### config.mk
export PLATFORM = sky130hd
export DESIGN_NAME = flush_top
export DESIGN_NICKNAME = d
export VERILOG_FILES = /design/src/verilog/flush_pkg.sv /design/src/verilog/flush_ctrl_if.sv /design/src/verilog/flush_top.sv /design/src/verilog/pc_redirect.sv /design/src/verilog/dcache_flush_engine.sv /design/src/verilog/flush_controller.sv
export SDC_FILE = /design/constraint.sdc
export NUM_CORES = 1
export LEC_CHECK = 0
export BUFFER_PORTS_ARGS = -buffer_cell sky130_fd_sc_hd__clkbuf_2
export CAP_MARGIN = 20
export CORE_MARGIN = 3
export CORE_UTILIZATION = 45
export DETAILED_ROUTE_END_ITERATION = 6
export GPL_TIMING_DRIVEN = 1
export PLACE_DENSITY = 0.86
export SETUP_SLACK_MARGIN = 0.2
export SLEW_MARGIN = 20
export SYNTH_ARGS = -nofsm -noshare
export SYNTH_HDL_FRONTEND = slang
export SYNTH_SLANG_ARGS = --single-unit
export TNS_END_PERCENT = 30
### constraint.sdc
create_clock -name clk_i -period 5.2 [get_ports clk_i]
set_input_delay 1.56 -clock clk_i [delete_from_list [all_inputs] [get_ports clk_i]]
set_output_delay 1.56 -clock clk_i [all_outputs]
set_load 0.02 [all_outputs]
### src/verilog/flush_pkg.sv
// ---------------------------------------------------------------------
// Shared definitions for the flush and redirect block
// Address width, resolved-branch struct, cache policy and redirect cause
// ---------------------------------------------------------------------

package flush_pkg;

    // Address width of PCs and branch targets
    localparam int unsigned xlen = 32;

    typedef logic [xlen-1:0] vaddr_t;

    // Resolved branch coming back from the execute stage
    typedef struct packed {
        logic   valid;          // Branch resolved this cycle
        logic   is_mispredict;  // Front end went the wrong way
        vaddr_t target_address; // Correct target of the branch
    } bp_resolve_t;

    // Data cache write policy
    typedef enum logic {
        dcache_wt = 1'b0,  // Write-through, nothing dirty to flush
        dcache_wb = 1'b1   // Write-back, fences must drain dirty lines
    } dcache_kind_e;

    // Which source the next fetch PC comes from
    typedef enum logic [1:0] {
        redir_none       = 2'd0,
        redir_mispredict = 2'd1,
        redir_commit     = 2'd2,
        redir_trap       = 2'd3
    } redirect_e;

endpackage
### src/verilog/flush_ctrl_if.sv
// ---------------------------------------------------------------------
// Pipeline flush bundle from the flush controller to the redirect unit
// ---------------------------------------------------------------------

`timescale 1ns/1ns

interface flush_ctrl_if;

    logic                 flush_if;       // Flush the fetch stage
    logic                 flush_unissued; // Drop instructions not yet issued
    logic                 flush_id;       // Flush decode
    logic                 flush_ex;       // Flush execute
    logic                 flush_bp;       // Flush branch predictors
    logic                 set_pc_commit;  // Restart fetch after the committing instr
    flush_pkg::redirect_e cause;          // Reason for the redirect

    // Driver side, the flush controller
    modport ctrl (
        output flush_if, flush_unissued, flush_id, flush_ex, flush_bp,
        output set_pc_commit, cause
    );

    // Consumer side, redirect unit and top level outputs
    modport redirect (
        input flush_if, flush_unissued, flush_id, flush_ex, flush_bp,
        input set_pc_commit, cause
    );

endinterface

### src/verilog/flush_top.sv
// ---------------------------------------------------------------------
// Flush and redirect top level
// Controller, data cache flush engine and redirect unit
// ---------------------------------------------------------------------

`timescale 1ns/1ns

module flush_top #(
    parameter flush_pkg::dcache_kind_e DcacheKind = flush_pkg::dcache_wb,
    parameter int unsigned             NumSets    = 8
) (
    input  logic                   clk_i,
    input  logic                   rst_ni,
    input  logic                   v_i,
    input  logic                   halt_csr_i,
    input  logic                   eret_i,
    input  logic                   ex_valid_i,
    input  logic                   set_debug_pc_i,
    input  logic                   fence_i,
    input  logic                   fence_i_i,
    input  logic                   sfence_vma_i,
    input  logic                   hfence_vvma_i,
    input  logic                   hfence_gvma_i,
    input  logic                   flush_csr_i,
    input  logic                   flush_commit_i,
    input  flush_pkg::bp_resolve_t resolved_branch_i,
    input  flush_pkg::vaddr_t      commit_pc_i,
    input  flush_pkg::vaddr_t      trap_pc_i,
    output logic                   flush_if_o,
    output logic                   flush_unissued_o,
    output logic                   flush_id_o,
    output logic                   flush_ex_o,
    output logic                   flush_bp_o,
    output logic                   set_pc_commit_o,
    output logic                   flush_icache_o,
    output logic                   flush_tlb_o,
    output logic                   flush_tlb_vvma_o,
    output logic                   flush_tlb_gvma_o,
    output logic                   flush_dcache_o,
    output logic                   dcache_busy_o,
    output logic                   halt_o,
    output logic                   redirect_valid_o,
    output flush_pkg::vaddr_t      redirect_pc_o
);

    flush_ctrl_if fl_if ();

    logic flush_dcache_ack;  // From engine back to controller

    flush_controller #(
        .DcacheKind (DcacheKind)
    ) ctrl0 (
        .clk_i, .rst_ni, .v_i, .halt_csr_i, .eret_i, .ex_valid_i, .set_debug_pc_i,
        .fence_i, .fence_i_i, .sfence_vma_i, .hfence_vvma_i, .hfence_gvma_i,
        .flush_csr_i, .flush_commit_i,
        .flush_dcache_ack_i (flush_dcache_ack),
        .resolved_branch_i,
        .flush_icache_o, .flush_tlb_o, .flush_tlb_vvma_o, .flush_tlb_gvma_o,
        .flush_dcache_o, .halt_o,
        .ctrl               (fl_if.ctrl)
    );

    dcache_flush_engine #(
        .NumSets (NumSets)
    ) dflush0 (
        .clk_i, .rst_ni,
        .flush_i (flush_dcache_o),
        .ack_o   (flush_dcache_ack),
        .busy_o  (dcache_busy_o)
    );

    pc_redirect redir0 (
        .clk_i, .rst_ni, .commit_pc_i, .trap_pc_i, .resolved_branch_i,
        .fl               (fl_if.redirect),
        .redirect_valid_o,
        .redirect_pc_o
    );

    // Pipeline bundle out to the stages
    assign flush_if_o       = fl_if.flush_if;
    assign flush_unissued_o = fl_if.flush_unissued;
    assign flush_id_o       = fl_if.flush_id;
    assign flush_ex_o       = fl_if.flush_ex;
    assign flush_bp_o       = fl_if.flush_bp;
    assign set_pc_commit_o  = fl_if.set_pc_commit;

endmodule

### src/verilog/pc_redirect.sv
// ---------------------------------------------------------------------
// Redirect unit
// Registers the next fetch PC chosen by the flush cause
// ---------------------------------------------------------------------

`timescale 1ns/1ns

module pc_redirect (
    input  logic                   clk_i,
    input  logic                   rst_ni,
    input  flush_pkg::vaddr_t      commit_pc_i,  // PC of the committing instruction
    input  flush_pkg::vaddr_t      trap_pc_i,    // Trap, return or debug vector
    input  flush_pkg::bp_resolve_t resolved_branch_i,
    flush_ctrl_if.redirect         fl,
    output logic                   redirect_valid_o,
    output flush_pkg::vaddr_t      redirect_pc_o
);

    flush_pkg::vaddr_t next_pc;
    logic              next_valid;

    // ------------------------------------------------------------------
    // Target select
    // ------------------------------------------------------------------
    always_comb begin
        next_pc    = resolved_branch_i.target_address;
        next_valid = 1'b1;
        case (fl.cause)
            flush_pkg::redir_trap:       next_pc = trap_pc_i;
            // Restart right after the instruction that caused the flush
            flush_pkg::redir_commit:     next_pc = commit_pc_i + flush_pkg::vaddr_t'(4);
            flush_pkg::redir_mispredict: next_pc = resolved_branch_i.target_address;
            default:                     next_valid = 1'b0;
        endcase
    end

    always_ff @(posedge clk_i or negedge rst_ni) begin
        if (!rst_ni) begin
            redirect_valid_o <= 1'b0;
        end else begin
            redirect_valid_o <= next_valid;
        end
    end

    // PC only matters with the valid
    always_ff @(posedge clk_i) begin
        redirect_pc_o <= next_pc;
    end

endmodule

### src/verilog/dcache_flush_engine.sv
// ---------------------------------------------------------------------
// Write-back data cache flush model
// Walks every set once per request and acknowledges for one cycle
// ---------------------------------------------------------------------

`timescale 1ns/1ns

module dcache_flush_engine #(
    parameter int unsigned NumSets = 8
) (
    input  logic clk_i,
    input  logic rst_ni,
    input  logic flush_i,  // Level request from the controller
    output logic ack_o,    // One cycle, flush complete
    output logic busy_o    // Set walk in progress
);

    localparam int unsigned CntW = (NumSets > 1) ? $clog2(NumSets) : 1;

    typedef enum logic [1:0] {
        st_idle,
        st_walk,
        st_ack
    } state_e;

    state_e            state_q, state_d;
    logic [CntW-1:0]   set_q, set_d;  // Set being written back
    logic              last_set;

    assign last_set = (set_q == CntW'(NumSets - 1));

    // ------------------------------------------------------------------
    // Next state
    // ------------------------------------------------------------------
    always_comb begin
        state_d = state_q;
        set_d   = set_q;
        case (state_q)
            st_idle: begin
                if (flush_i) begin
                    state_d = st_walk;
                    set_d   = '0;
                end
            end
            st_walk: begin
                // One set per cycle, dirty lines go out to memory
                if (last_set) state_d = st_ack;
                else          set_d   = set_q + 1'b1;
            end
            st_ack:  state_d = st_idle;  // Request still high here, ignored
            default: state_d = st_idle;
        endcase
    end

    assign ack_o  = (state_q == st_ack);
    assign busy_o = (state_q == st_walk);

    always_ff @(posedge clk_i or negedge rst_ni) begin
        if (!rst_ni) begin
            state_q <= st_idle;
            set_q   <= '0;
        end else begin
            state_q <= state_d;
            set_q   <= set_d;
        end
    end

endmodule

### src/verilog/flush_controller.sv
// ---------------------------------------------------------------------
// Flush controller
// Priority merge of flush requests into pipeline, TLB and cache strobes
// Fence tracking with data-cache flush request and commit halt
// ---------------------------------------------------------------------

`timescale 1ns/1ns

module flush_controller #(
    parameter flush_pkg::dcache_kind_e DcacheKind = flush_pkg::dcache_wb
) (
    input  logic                   clk_i,
    input  logic                   rst_ni,
    input  logic                   v_i,                // Guest mode
    input  logic                   halt_csr_i,         // WFI style halt from CSR file
    input  logic                   eret_i,             // Exception return
    input  logic                   ex_valid_i,         // Exception taken
    input  logic                   set_debug_pc_i,     // Debug entry
    input  logic                   fence_i,            // fence
    input  logic                   fence_i_i,          // fence.i
    input  logic                   sfence_vma_i,
    input  logic                   hfence_vvma_i,
    input  logic                   hfence_gvma_i,
    input  logic                   flush_csr_i,        // CSR write with side effects
    input  logic                   flush_commit_i,     // Flush asked by commit stage
    input  logic                   flush_dcache_ack_i, // Data cache done flushing
    input  flush_pkg::bp_resolve_t resolved_branch_i,
    output logic                   flush_icache_o,
    output logic                   flush_tlb_o,
    output logic                   flush_tlb_vvma_o,
    output logic                   flush_tlb_gvma_o,
    output logic                   flush_dcache_o,     // Level request to the data cache
    output logic                   halt_o,             // Stop commit
    flush_ctrl_if.ctrl             ctrl
);

    localparam bit IsWb = (DcacheKind == flush_pkg::dcache_wb);

    logic fence_active_d, fence_active_q; // Waiting for the data cache to drain
    logic flush_dcache_d;
    logic full_flush;                     // Flush of every stage behind commit
    logic mispredict;
    logic trap;

    assign mispredict = resolved_branch_i.valid & resolved_branch_i.is_mispredict;
    assign trap       = ex_valid_i | eret_i | set_debug_pc_i;
    assign full_flush = fence_i | fence_i_i | sfence_vma_i | hfence_vvma_i | hfence_gvma_i
                      | flush_csr_i | flush_commit_i;

    // ------------------------------------------------------------------
    // Flush priority, later assignments win
    // ------------------------------------------------------------------
    always_comb begin
        ctrl.flush_if       = 1'b0;
        ctrl.flush_unissued = 1'b0;
        ctrl.flush_id       = 1'b0;
        ctrl.flush_ex       = 1'b0;
        ctrl.flush_bp       = 1'b0;
        ctrl.set_pc_commit  = 1'b0;
        ctrl.cause          = flush_pkg::redir_none;
        flush_icache_o      = 1'b0;
        flush_tlb_o         = 1'b0;
        flush_tlb_vvma_o    = 1'b0;
        flush_tlb_gvma_o    = 1'b0;
        flush_dcache_d      = 1'b0;
        fence_active_d      = fence_active_q;

        // Lowest priority, only the front end is wrong
        if (mispredict) begin
            ctrl.flush_if       = 1'b1;
            ctrl.flush_unissued = 1'b1;
            ctrl.cause          = flush_pkg::redir_mispredict;
        end

        // Fences, TLB fences, CSR and commit flushes all restart after commit
        if (full_flush) begin
            ctrl.set_pc_commit  = 1'b1;
            ctrl.flush_if       = 1'b1;
            ctrl.flush_unissued = 1'b1;
            ctrl.flush_id       = 1'b1;
            ctrl.flush_ex       = 1'b1;
            ctrl.cause          = flush_pkg::redir_commit;
        end

        if (fence_i_i) flush_icache_o = 1'b1;  // Stale instructions after self-modifying code

        // Only a write-back cache holds dirty data
        if (IsWb && (fence_i || fence_i_i)) begin
            flush_dcache_d = 1'b1;
            fence_active_d = 1'b1;
        end

        // Hold the request until the cache answers
        if (IsWb && fence_active_q) begin
            if (flush_dcache_ack_i) begin
                fence_active_d = 1'b0;
            end else begin
                flush_dcache_d = 1'b1;
            end
        end

        // sfence.vma hits the guest TLB when running virtualized
        if (sfence_vma_i) begin
            if (v_i) flush_tlb_vvma_o = 1'b1;
            else     flush_tlb_o      = 1'b1;
        end
        if (hfence_vvma_i) flush_tlb_vvma_o = 1'b1;
        if (hfence_gvma_i) flush_tlb_gvma_o = 1'b1;

        // Highest priority, fetch goes to the trap or return vector
        if (trap) begin
            ctrl.set_pc_commit  = 1'b0;
            ctrl.flush_if       = 1'b1;
            ctrl.flush_unissued = 1'b1;
            ctrl.flush_id       = 1'b1;
            ctrl.flush_ex       = 1'b1;
            ctrl.flush_bp       = 1'b1;  // No speculative fetch from the old context
            ctrl.cause          = flush_pkg::redir_trap;
        end
    end

    // Commit waits for WFI or for the data cache to drain
    assign halt_o = halt_csr_i | (IsWb & fence_active_q);

    // ------------------------------------------------------------------
    // State
    // ------------------------------------------------------------------
    always_ff @(posedge clk_i or negedge rst_ni) begin
        if (!rst_ni) begin
            fence_active_q <= 1'b0;
            flush_dcache_o <= 1'b0;
        end else begin
            fence_active_q <= fence_active_d;
            flush_dcache_o <= flush_dcache_d;  // Registered, goes a long way
        end
    end

endmodule

# Word-level counts from Yosys, hierarchy flattened
# Index checks and enable logic that the tools add are counted.
[word_totals] output_inout_bits=46 word_cells=64 register_bits=40
[op_classes] add_sub_neg=2 n_bitwise=10 eq_ne=9 n_reduce_logical=6 mux=31
[ops] op="$pmux 32 s2" count=1
[ops] op="$add 32x3->32 const B" count=1
[ops] op="$mux 1" count=22
[ops] op="$or 1x1->1" count=9
[ops] op="$mux 2" count=4
[ops] op="$eq 2x2->1 const B" count=3
[ops] op="$mux 3" count=2
[ops] op="$pmux 3 s2" count=1
[ops] op="$eq 2x1->1 const B" count=2
[ops] op="$ne 2x2->1 const B" count=2
[ops] op="$pmux 2 s2" count=1
[ops] op="$add 3x1->3 const B" count=1
[ops] op="$eq 3x3->1 const B" count=1
[ops] op="$reduce_and 3->1" count=1
[ops] op="$reduce_or 3->1" count=1
[ops] op="$logic_not 2->1" count=1
[ops] op="$ne 2x1->1 const B" count=1
[ops] op="$reduce_and 2->1" count=1
[ops] op="$reduce_bool 2->1" count=1
[ops] op="$and 1x1->1" count=1
[ops] op="$logic_or 1x1->1" count=1

# Longest topological paths before layout
# Gate-level depths: netlist of the first run.
[logic_depth] ltp_word=11 mapped_depth=7 mapped_depth_nobuf=6

# Modules after synthesis
# Synthesis of the first run repeated with hierarchy kept, for this count alone.
[unflattened] hier_cells=290 hier_area_um2=2467.4
[by_module_without_submodules] module="pc_redirect" instances=1 cells_per_inst=238 area_each_um2=1981.9
[by_module_without_submodules] module="dcache_flush_engine" instances=1 cells_per_inst=28 area_each_um2=281.5
[by_module_without_submodules] module="flush_controller" instances=1 cells_per_inst=24 area_each_um2=203.9

# Least setup slack after synthesis of the first run
# Ideal clock, no wire load.
[synth_path] path_type="input port to output port" start="input port hfence_vvma_i" end="output port flush_unissued_o" t_required_ns=3.640 arrival_ns=3.120 setup_slack_ns=0.520 path_stages=7 path_buffers=3 path_cell_list="nor3_1 > and3_1 > clkbuf_1 > clkbuf_1 > nand2_1 > a21o_1 > buf_4"
[synth_between] elab_chain_len=6
[synth_lines] item="from (decl)" line="flush_top.sv:22" rtl="input logic hfence_vvma_i,"
[synth_lines] item="$or 1x1->1 (2 in series)" line="flush_controller.sv:47" rtl="assign full_flush = fence_i | fence_i_i | sfence_vma_i | hfence_vvma_i | hfence_gvma_i"
[synth_lines] item="$or 1x1->1 (2 in series)" line="flush_controller.sv:48" rtl="| flush_csr_i | flush_commit_i;"
[synth_lines] item="$mux 1 (2 in series)"
[synth_lines] item="to (decl)" line="flush_top.sv:30" rtl="output logic flush_unissued_o,"
# Every way passes these cells.

# Worst setup path in the final report of the first run
[layout_path] start="input port eret_i" end="output port set_pc_commit_o"
[layout_between] elab_chain_len=3
[layout_lines] item="from (decl)" line="flush_top.sv:16" rtl="input logic eret_i,"
[layout_lines] item="$or 1x1->1 (2 in series)" line="flush_controller.sv:46" rtl="assign trap = ex_valid_i | eret_i | set_debug_pc_i;"
[layout_lines] item="$mux 1" line="flush_controller.sv:111" rtl="if (trap) begin"
[layout_lines] item="to (decl)" line="flush_top.sv:34" rtl="output logic set_pc_commit_o,"
# Every way passes these cells.

==> impl_metrics.json, run 1 <==
{
  "drive_above_1_share": 0.4184,
  "io_pins": 158,
  "io_buffers": 157,
  "ctsHtreeMaxLevel": 2,
  "routed-via-count": 2576,
  "drt-vias-per-instance": 5.131,
  "grt_pass1_vias": 2458,
  "startpoint": "eret_i",
  "leakage_uw": 0.001589,
  "ff2ff_path_depth": 5,
  "cts_buffer_depth": 2,
  "worst_slack_ns": 0.9526,
  "synth.yosys.seq_area_share": 0.3670,
  "cp.arrival_ns": 2.69,
  "slew_headroom": 0.7067,
  "reg2reg_to": "dflush0.set_q[0]",
  "fmax_ghz": 0.2354,
  "cts.sinks": 40,
  "finish.utilization": 0.6683,
  "grt_pass1_wl_um": 11610,
  "yosys_register_bits": 40,
  "fin_crit_ns": 4.247,
  "hold_viol": 0,
  "tightest_slew_ns": 0.4399,
  "core_um2": 4817,
  "slew_violations": 0,
  "gp_congestion": 0.8472,
  "die_w_um": 77.35,
  "drc_errors": 0,
  "rsz0062_at_grt": "no",
  "path_clk_slew_ns": 0.08,
  "dp_hpwl_um": 5729,
  "setup_viol": 0,
  "synthFlopType": "dfxtp_1",
  "drt_wl_total_um": 7183,
  "required_ns": 3.64,
  "worst_ir_drop_vdd_mv": 0.1293,
  "post_cts_resized": 0,
  "skew_ns": 0.005042,
  "yosys_warnings": 0,
  "syn_nets": 398,
  "start_util": 0.4756,
  "cts_tree": "yes",
  "dieArea_um2": 5983,
  "synth_area_um2": 2291,
  "syn_inst": 283,
  "drt_iter0_drc": 99,
  "grt_max_degree": 36,
  "hold_path.startpoint": "dflush0.set_q[2]",
  "worstHoldPathCells": 1,
  "finalNetCount": 549,
  "hp-class": "reg -> reg",
  "start_kind": "input port",
  "cts-buffers-inserted": 5,
  "final_antenna_net_count": 0,
  "synth_cell_type_count": 40,
  "setup_tns_ns": 0,
  "dieHeight_um": 77.35,
  "synthToLayoutAreaGrowth_pct": 40.52,
  "worstSetupEndpointType": "output pin",
  "worstReg2RegStart": "dflush0.set_q[0]",
  "worstHoldEndpoint": "dflush0.set_q[2]",
  "drt_first_pass_iters": 4,
  "async_flop_share": 0.2000,
  "ctsRootBufferMaster": "clkbuf_8",
  "drv.max_cap_violation_count": 0,
  "r2r_setup_slack_ns": 3.75,
  "cts_hold_buf": 0,
  "grt-ovfl-total": 0,
  "synth-edff-count": 0,
  "avgSynthCellArea_um2": 8.095,
  "routedWlPerCell_um": 14.31,
  "powerDensity_nw_per_um2": 264.7,
  "min_period_over_period": 0.8168,
  "dp_slack_ns": 0.9508,
  "crit_path_max_fanout": 32,
  "num_rows": 25,
  "antennaDiodeCount": 0,
  "post_cts_buffers": 0,
  "grt_usage": 0.2350,
  "status": "finished clean",
  "grt_antenna_before_repair": 0,
  "clock_latency_ns": 0.28,
  "crit_type": "in -> out",
  "hold_ws_ns": 0.5132
}
-- cell families after synthesis --
group,count (synthesis),share of synthesized area
buf+inv,28,0.05625
fa+ha+maj,3,0.01639
xor+xnor,25,0.09558
compound gates,69,0.1693
simple gates,115,0.2818
mux,3,0.01365
flops,40,0.3670
-- registers in the layout, indices dropped and copies added, names as in the netlist --
signal,count
redir0.redirect_pc_o,32
dflush0.set_q,3
dflush0.state_q,2
ctrl0.fence_active_q,1
ctrl0.flush_dcache_o,1
redir0.redirect_valid_o,1
-- worst max path at each step --
| stage | to | cells past startpoint |
|---|---|---|
| 6_report | set_pc_commit_o | 7 |
| 3_3_place_gp | set_pc_commit_o | 7 |
| 5_1_grt | set_pc_commit_o | 8 |
| 3_5_place_dp | set_pc_commit_o | 8 |
| 2_1_floorplan | flush_unissued_o | 7 |
| 4_1_cts | set_pc_commit_o | 8 |
-- power breakdown --
group / switching (µW) / internal, µW
combinational: 130 / 109
clock: 106 / 143
sequential: 17.8 / 347
total: 254 / 598
-- routing by layer --
layer / global-route usage / share of wire / wire (µm)
met1: 0.3034 / 0.42 / 3033
met2: 0.4050 / 0.50 / 3621
met3: 0.04060 / 0.058 / 415
met4: 0.06050 / 0.016 / 114
met5: 0 / 0 / 0
-- layout by cell type, fill, tap and decap left out, drive strengths merged, types with 2 or more instances in the layout --
cell | netlist | final
clkbuf | 12 | 163
dfxtp | 32 | 32
nand2 | 29 | 29
o21ai | 29 | 29
xnor2 | 22 | 22
a21oi | 21 | 21
nor2 | 19 | 19
and3 | 14 | 14
nand3 | 13 | 13
nor4 | 11 | 11
nand4 | 10 | 10
inv | 9 | 9
dfrtp | 8 | 8
buf | 6 | 5
nor3 | 5 | 5
a31oi | 4 | 4
o22ai | 4 | 4
xor2 | 3 | 3
or3 | 3 | 3
nor2b | 3 | 3
a21o | 3 | 3
ha | 3 | 3
and2 | 2 | 2
and4 | 2 | 2
o211ai | 2 | 2
mux2i | 2 | 2
o31ai | 2 | 2
o31a | 2 | 2
a22o | 2 | 2
clkinv | 1 | 2
or2 | 2 | 2
-- area by class of cell --
| type | count | area (µm²) |
|---|---|---|
| clock buffers | 6 | 72.57 |
| flip-flops and latches | 40 | 840.8 |
| repair buffers | 162 | 823.3 |
| clock inverters | 2 | 35.03 |
| inverters | 10 | 37.54 |
| well taps | 67 | 83.83 |
| multi-input cells | 215 | 1326 |
| fillers | 472 | 1598 |
-- worst max-delay path, cell delays in order --
cell and delay (ns):
clkbuf_2 0.08, nor3_2 0.16, buf_4 0.33, nand2_1 0.08, buf_4 0.21, inv_1 0.08
clkbuf_2 0.16
-- stage by stage --
stage	cells	power [µW]	cell area (µm²)
6_report	502	852.1	3219
5_1_grt	502	902.7	3219
4_1_cts	502	858.8	3219
3_5_place_dp	494	611.5	3112
3_3_place_gp	494	602.4	3112
2_1_floorplan	283	507.2	2291
-- synthesized netlist by cell type (3+ instances only) --
| library cell | count | share of area |
|---|---|---|
| dfxtp_1 | 32 | 0.28 |
| nand2_1 | 29 | 0.048 |
| o21ai_0 | 24 | 0.052 |
| xnor2_1 | 22 | 0.084 |
| a21oi_1 | 21 | 0.046 |
| nor2_1 | 19 | 0.031 |
| and3_1 | 14 | 0.038 |
| nand3_1 | 13 | 0.028 |
| clkbuf_1 | 12 | 0.020 |
| inv_1 | 9 | 0.015 |
| dfrtp_1 | 8 | 0.087 |
| nand4_1 | 7 | 0.019 |
| nor4_2 | 7 | 0.038 |
| nor3_1 | 5 | 0.011 |
| o21ai_1 | 5 | 0.011 |
| a31oi_1 | 4 | 0.011 |
| buf_4 | 4 | 0.013 |
| nor4_1 | 4 | 0.011 |
| o22ai_1 | 4 | 0.011 |
| a21o_1 | 3 | 0.0098 |
| ha_1 | 3 | 0.016 |
| nand4_2 | 3 | 0.016 |
| nor2b_1 | 3 | 0.0082 |
| or3_1 | 3 | 0.0082 |
| xor2_1 | 3 | 0.011 |
(Power assumes the default switching activity.)
==> inputs of run 2 (changes only) <==
Settings changed: CORE_UTILIZATION 45 to 42, PLACE_DENSITY 0.86 to 0.81.
Clock period 5.2 ns to 4.05 ns, I/O delays scaled along.
==> impl_metrics.json, run 2 (synthesis gave the netlist of run 1 again) <==
{
  "final_cell_mix": "157 x clkbuf_2, 32 x dfxtp_1, 28 x nand2_1",
  "grt_pass1_wl_um": 11390,
  "antennaDiodeCount": 0,
  "finalNetCount": 549,
  "worst_ir_drop_vdd_mv": 0.1851,
  "cp.buffers_inverters": 2,
  "core_um2": 5205,
  "largest_reg_flops": 32,
  "slowest_stage": "nor3_2",
  "gp_congestion": 0.8281,
  "tightest_slew_ns": 0.5966,
  "grt_pass1_vias": 2509,
  "fillers": 499,
  "post_cts_buffers": 0,
  "seqCellArea_um2": 840.8,
  "critPathMostFrequentCell": "clkbuf_2",
  "final_common_cell": "clkbuf_2",
  "worst_slack_ns": 0.5023,
  "dieHeight_um": 79.86,
  "slowest_delay_ns": 0.52,
  "start_util": 0.4401,
  "hold_viol": 0,
  "setup_tns_ns": 0,
  "cp.arrival_ns": 2.33,
  "drt_first_pass_iters": 4,
  "synthToLayoutAreaGrowth_pct": 40.96,
  "total_power_uw": 1100,
  "leakage_uw": 0.001589,
  "hp-class": "reg -> reg",
  "fin_area_um2": 3229,
  "drt_wl_total_um": 7367,
  "multi_input_area_um2": 1329,
  "cts_tree": "yes",
  "min_period_over_period": 0.8760,
  "num_rows": 26,
  "grt_antenna_before_repair": 0,
  "io_buffers": 157,
  "cts_buffer_depth": 2,
  "grt-ovfl-total": 0,
  "grt_max_degree": 36,
  "worstSetupEndpointType": "output pin",
  "skew_ns": 0.001419,
  "setup_viol": 0,
  "grt_usage": 0.2248,
  "layoutNonFillerInstCount": 505,
  "slew_headroom": 0.6001,
  "final_antenna_net_count": 0,
  "routed-via-count": 2583,
  "place_inst": 497,
  "cts.sinks": 40,
  "cts-buffers-inserted": 5,
  "ctsRootBufferMaster": "clkbuf_8",
  "routedWlPerCell_um": 14.59,
  "die_w_um": 79.86,
  "clock_latency_ns": 0.29,
  "placed_area_um2": 3118,
  "crit_chain": "clkbuf_2 -> nor3_2 -> nand2_2 -> a21o_1 -> clkbuf_2",
  "slew_violations": 0,
  "crit_type": "in -> out",
  "start_kind": "input port",
  "top_regs": "redir0.redirect_pc_o x32, dflush0.set_q x3, dflush0.state_q x2",
  "fmax_ghz": 0.2819,
  "dieArea_um2": 6377,
  "fin_crit_ns": 3.548,
  "powerDensity_nw_per_um2": 340.8,
  "regMostFlops": "redir0.redirect_pc_o",
  "post_cts_resized": 0,
  "cts_hold_buf": 0,
  "drt_iter0_drc": 61,
  "drt-vias-per-instance": 5.115,
  "crit_path_max_fanout": 7,
  "required_ns": 2.83,
  "path_clk_slew_ns": 0.08,
  "rsz0062_at_grt": "no",
  "ctsHtreeMaxLevel": 2,
  "status": "finished clean",
  "drc_errors": 0,
  "cpLargestDelayFamily": "simple AND/OR/NAND/NOR gates",
  "dp_hpwl_um": 5917,
  "io_pins": 158,
  "drv.max_cap_violation_count": 0,
  "dp_slack_ns": 0.4835,
  "drive_above_1_share": 0.4230
}
==> run 2: cell type report <==
| cell class | instances | share of cell area |
|---|---|---|
| Clock buffer | 5 | 0.02131 |
| Clock inverter | 3 | 0.01317 |
| Inverter | 10 | 0.01162 |
| Multi-Input combinational cell | 215 | 0.4115 |
| Sequential cell | 40 | 0.2604 |
| Tap cell | 70 | 0.02712 |
| Timing Repair Buffer | 162 | 0.2549 |
==> run 2: path summary, 6_finish.rpt <==
| path | from | endpoint | slack, ns | cells past startpoint |
|---|---|---|---|---|
| worst max-delay path | eret_i | flush_unissued_o | 0.50 | 5 |
| worst min-delay path | dflush0.set_q[2] | dflush0.set_q[2] | 0.52 | 1 |
| worst max register to register | dflush0.set_q[0] | dflush0.set_q[0] | 2.61 | 5 |
| worst min register to register | dflush0.set_q[2] | dflush0.set_q[2] | 0.52 | 1 |
| max in group asynchronous | rst_ni | dflush0.set_q[1] | 3.12 | 1 |
| min in group asynchronous | rst_ni | dflush0.state_q[1] | 0.76 | 1 |
==> run 2: per-layer routing <==
metal | up-vias | GRT usage | share of wire
li1 | 1305 | - | -
met1 | 1181 | 0.2664 | 0.41
met2 | 89 | 0.4149 | 0.53
met3 | 8 | 0.04176 | 0.054
met4 | 0 | 0.05405 | 0.011
met5 | - | 0 | 0
==> run 2: where the power goes <==
part           switching, µW  leakage, µW  internal (µW)
clock network            144    0.0000541            182
registers               23.9     0.000356            445
logic                    166      0.00118            140
total                    333      0.00159            767
==> run 2: metrics by stage <==
stage	utilization	hold WS (ns)
after floorplan	-	0.4699
after global placement	0.5990	0.4887
after detailed placement	0.5990	0.4998
after CTS	0.6204	0.5190
after global routing	0.6204	0.5493
final	0.6204	0.5210
==> inputs of run 3 (changes only) <==
Settings changed: MAX_ROUTING_LAYER set to met4, REMOVE_ABC_BUFFERS set to 1.
==> impl_metrics.json, run 3 (synthesis gave the netlist of run 1 again) <==
{
  "worst_ir_drop_vdd_mv": 0.1764,
  "drive_above_1_share": 0.4233,
  "skew_ns": 0.003753,
  "finish.utilization": 0.6228,
  "top_regs": "redir0.redirect_pc_o x32, dflush0.set_q x3, dflush0.state_q x2",
  "path_clk_slew_ns": 0.08,
  "hold_ws_ns": 0.5187,
  "dieArea_um2": 6377,
  "gp_congestion": 0.8360,
  "crit_type": "in -> out",
  "antennaDiodeCount": 0,
  "leakage_uw": 0.001598,
  "grt_usage": 0.2288,
  "num_rows": 26,
  "fin_crit_ns": 3.465,
  "cts_buffer_depth": 2,
  "drt_iter0_drc": 51,
  "grt-ovfl-total": 0,
  "setup_viol": 0,
  "status": "finished clean",
  "drt_first_pass_iters": 4,
  "finalNetCount": 551,
  "drc_errors": 0,
  "cp.buffers_inverters": 2,
  "min_period_over_period": 0.8556,
  "cts-buffers-inserted": 5,
  "largest_reg_flops": 32,
  "drv.max_cap_violation_count": 0,
  "drt-vias-per-instance": 5.120,
  "ctsRootBufferMaster": "clkbuf_8",
  "ctsHtreeMaxLevel": 2,
  "start_util": 0.4401,
  "dieHeight_um": 79.86,
  "placed_area_um2": 3131,
  "cts.sinks": 40,
  "cpLargestDelayFamily": "simple AND/OR/NAND/NOR gates",
  "slowest_delay_ns": 0.39,
  "fin_area_um2": 3242,
  "final_common_cell": "clkbuf_2",
  "die_w_um": 79.86,
  "start_kind": "input port",
  "worstSetupEndpointType": "output pin",
  "slowest_stage": "nor3_2",
  "synthToLayoutAreaGrowth_pct": 41.51,
  "slew_headroom": 0.6649,
  "post_cts_buffers": 0,
  "regMostFlops": "redir0.redirect_pc_o",
  "rsz0062_at_grt": "no",
  "slew_violations": 0,
  "layoutNonFillerInstCount": 507,
  "final_cell_mix": "157 x clkbuf_2, 32 x dfxtp_1, 29 x nand2_1",
  "final_antenna_net_count": 0,
  "hold_viol": 0,
  "io_pins": 158,
  "clock_latency_ns": 0.29,
  "grt_antenna_before_repair": 0,
  "dp_hpwl_um": 5643,
  "post_cts_resized": 0,
  "place_inst": 499,
  "crit_chain": "clkbuf_2 -> nor3_2 -> nand2_1 -> a21o_1 -> clkbuf_2",
  "fmax_ghz": 0.2886,
  "critPathMostFrequentCell": "clkbuf_2",
  "hp-class": "reg -> reg",
  "io_buffers": 157,
  "routedWlPerCell_um": 14.05,
  "grt_pass1_vias": 2518,
  "grt_pass1_wl_um": 11350,
  "required_ns": 2.83,
  "drt_wl_total_um": 7122,
  "routed-via-count": 2596,
  "powerDensity_nw_per_um2": 341.5,
  "cp.arrival_ns": 2.25,
  "crit_path_max_fanout": 6,
  "core_um2": 5205,
  "tightest_slew_ns": 0.5027,
  "cts_hold_buf": 0,
  "grt_max_degree": 36,
  "cts_tree": "yes"
}
-- run 3: cell count changes in the layout (fill, tap and decap cells not counted), sizes merged --
cell and delta:
buf +2
-- run 3: worst paths after layout --
kind                             startpoint               end  depth (start not counted)  slack, ns
hold reg to reg            dflush0.set_q[2]  dflush0.set_q[2]                          1       0.52
min in group asynchronous            rst_ni  dflush0.set_q[1]                          1       0.75
hold / removal             dflush0.set_q[2]  dflush0.set_q[2]                          1       0.52
setup reg to reg           dflush0.set_q[0]  dflush0.set_q[0]                          5       2.60
max in group asynchronous            rst_ni  dflush0.set_q[0]                          1       3.13
setup / recovery                     eret_i  flush_unissued_o                          5       0.58
-- run 3: cell type report --
cell class / instances / area (µm²)
Timing Repair Buffer: 164 / 838.3
Clock inverter: 3 / 42.54
Multi-Input combinational cell: 215 / 1326
Sequential cell: 40 / 840.8
Clock buffer: 5 / 68.82
Fill cell: 500 / 1963
Inverter: 10 / 37.54
Tap cell: 70 / 87.58
-- run 3: power breakdown --
group | internal [µW] | switching (µW) | total, µW
Combinational | 141 | 165 | 305
Clock | 183 | 151 | 333
Sequential | 445 | 23.4 | 469
-- run 3: per-layer routing --
layer  global-route usage  wire (µm)  vias up
li1                     -          -     1310
met1               0.2676       2911     1167
met2               0.4065       3569      107
met3              0.04176        509       12
met4              0.05405        131        0
met5                    -          0        -
-- run 3: stage by stage --
stage	total power [µW]	setup slack [ns]	TNS, ns
after detailed placement	784.8	0.5614	0
after CTS	1117	0.5492	0
final	1107	0.5847	0
after floorplan	645.7	-1.006	-14.41
after global placement	771.1	0.5736	0
after global routing	1169	0.4900	0
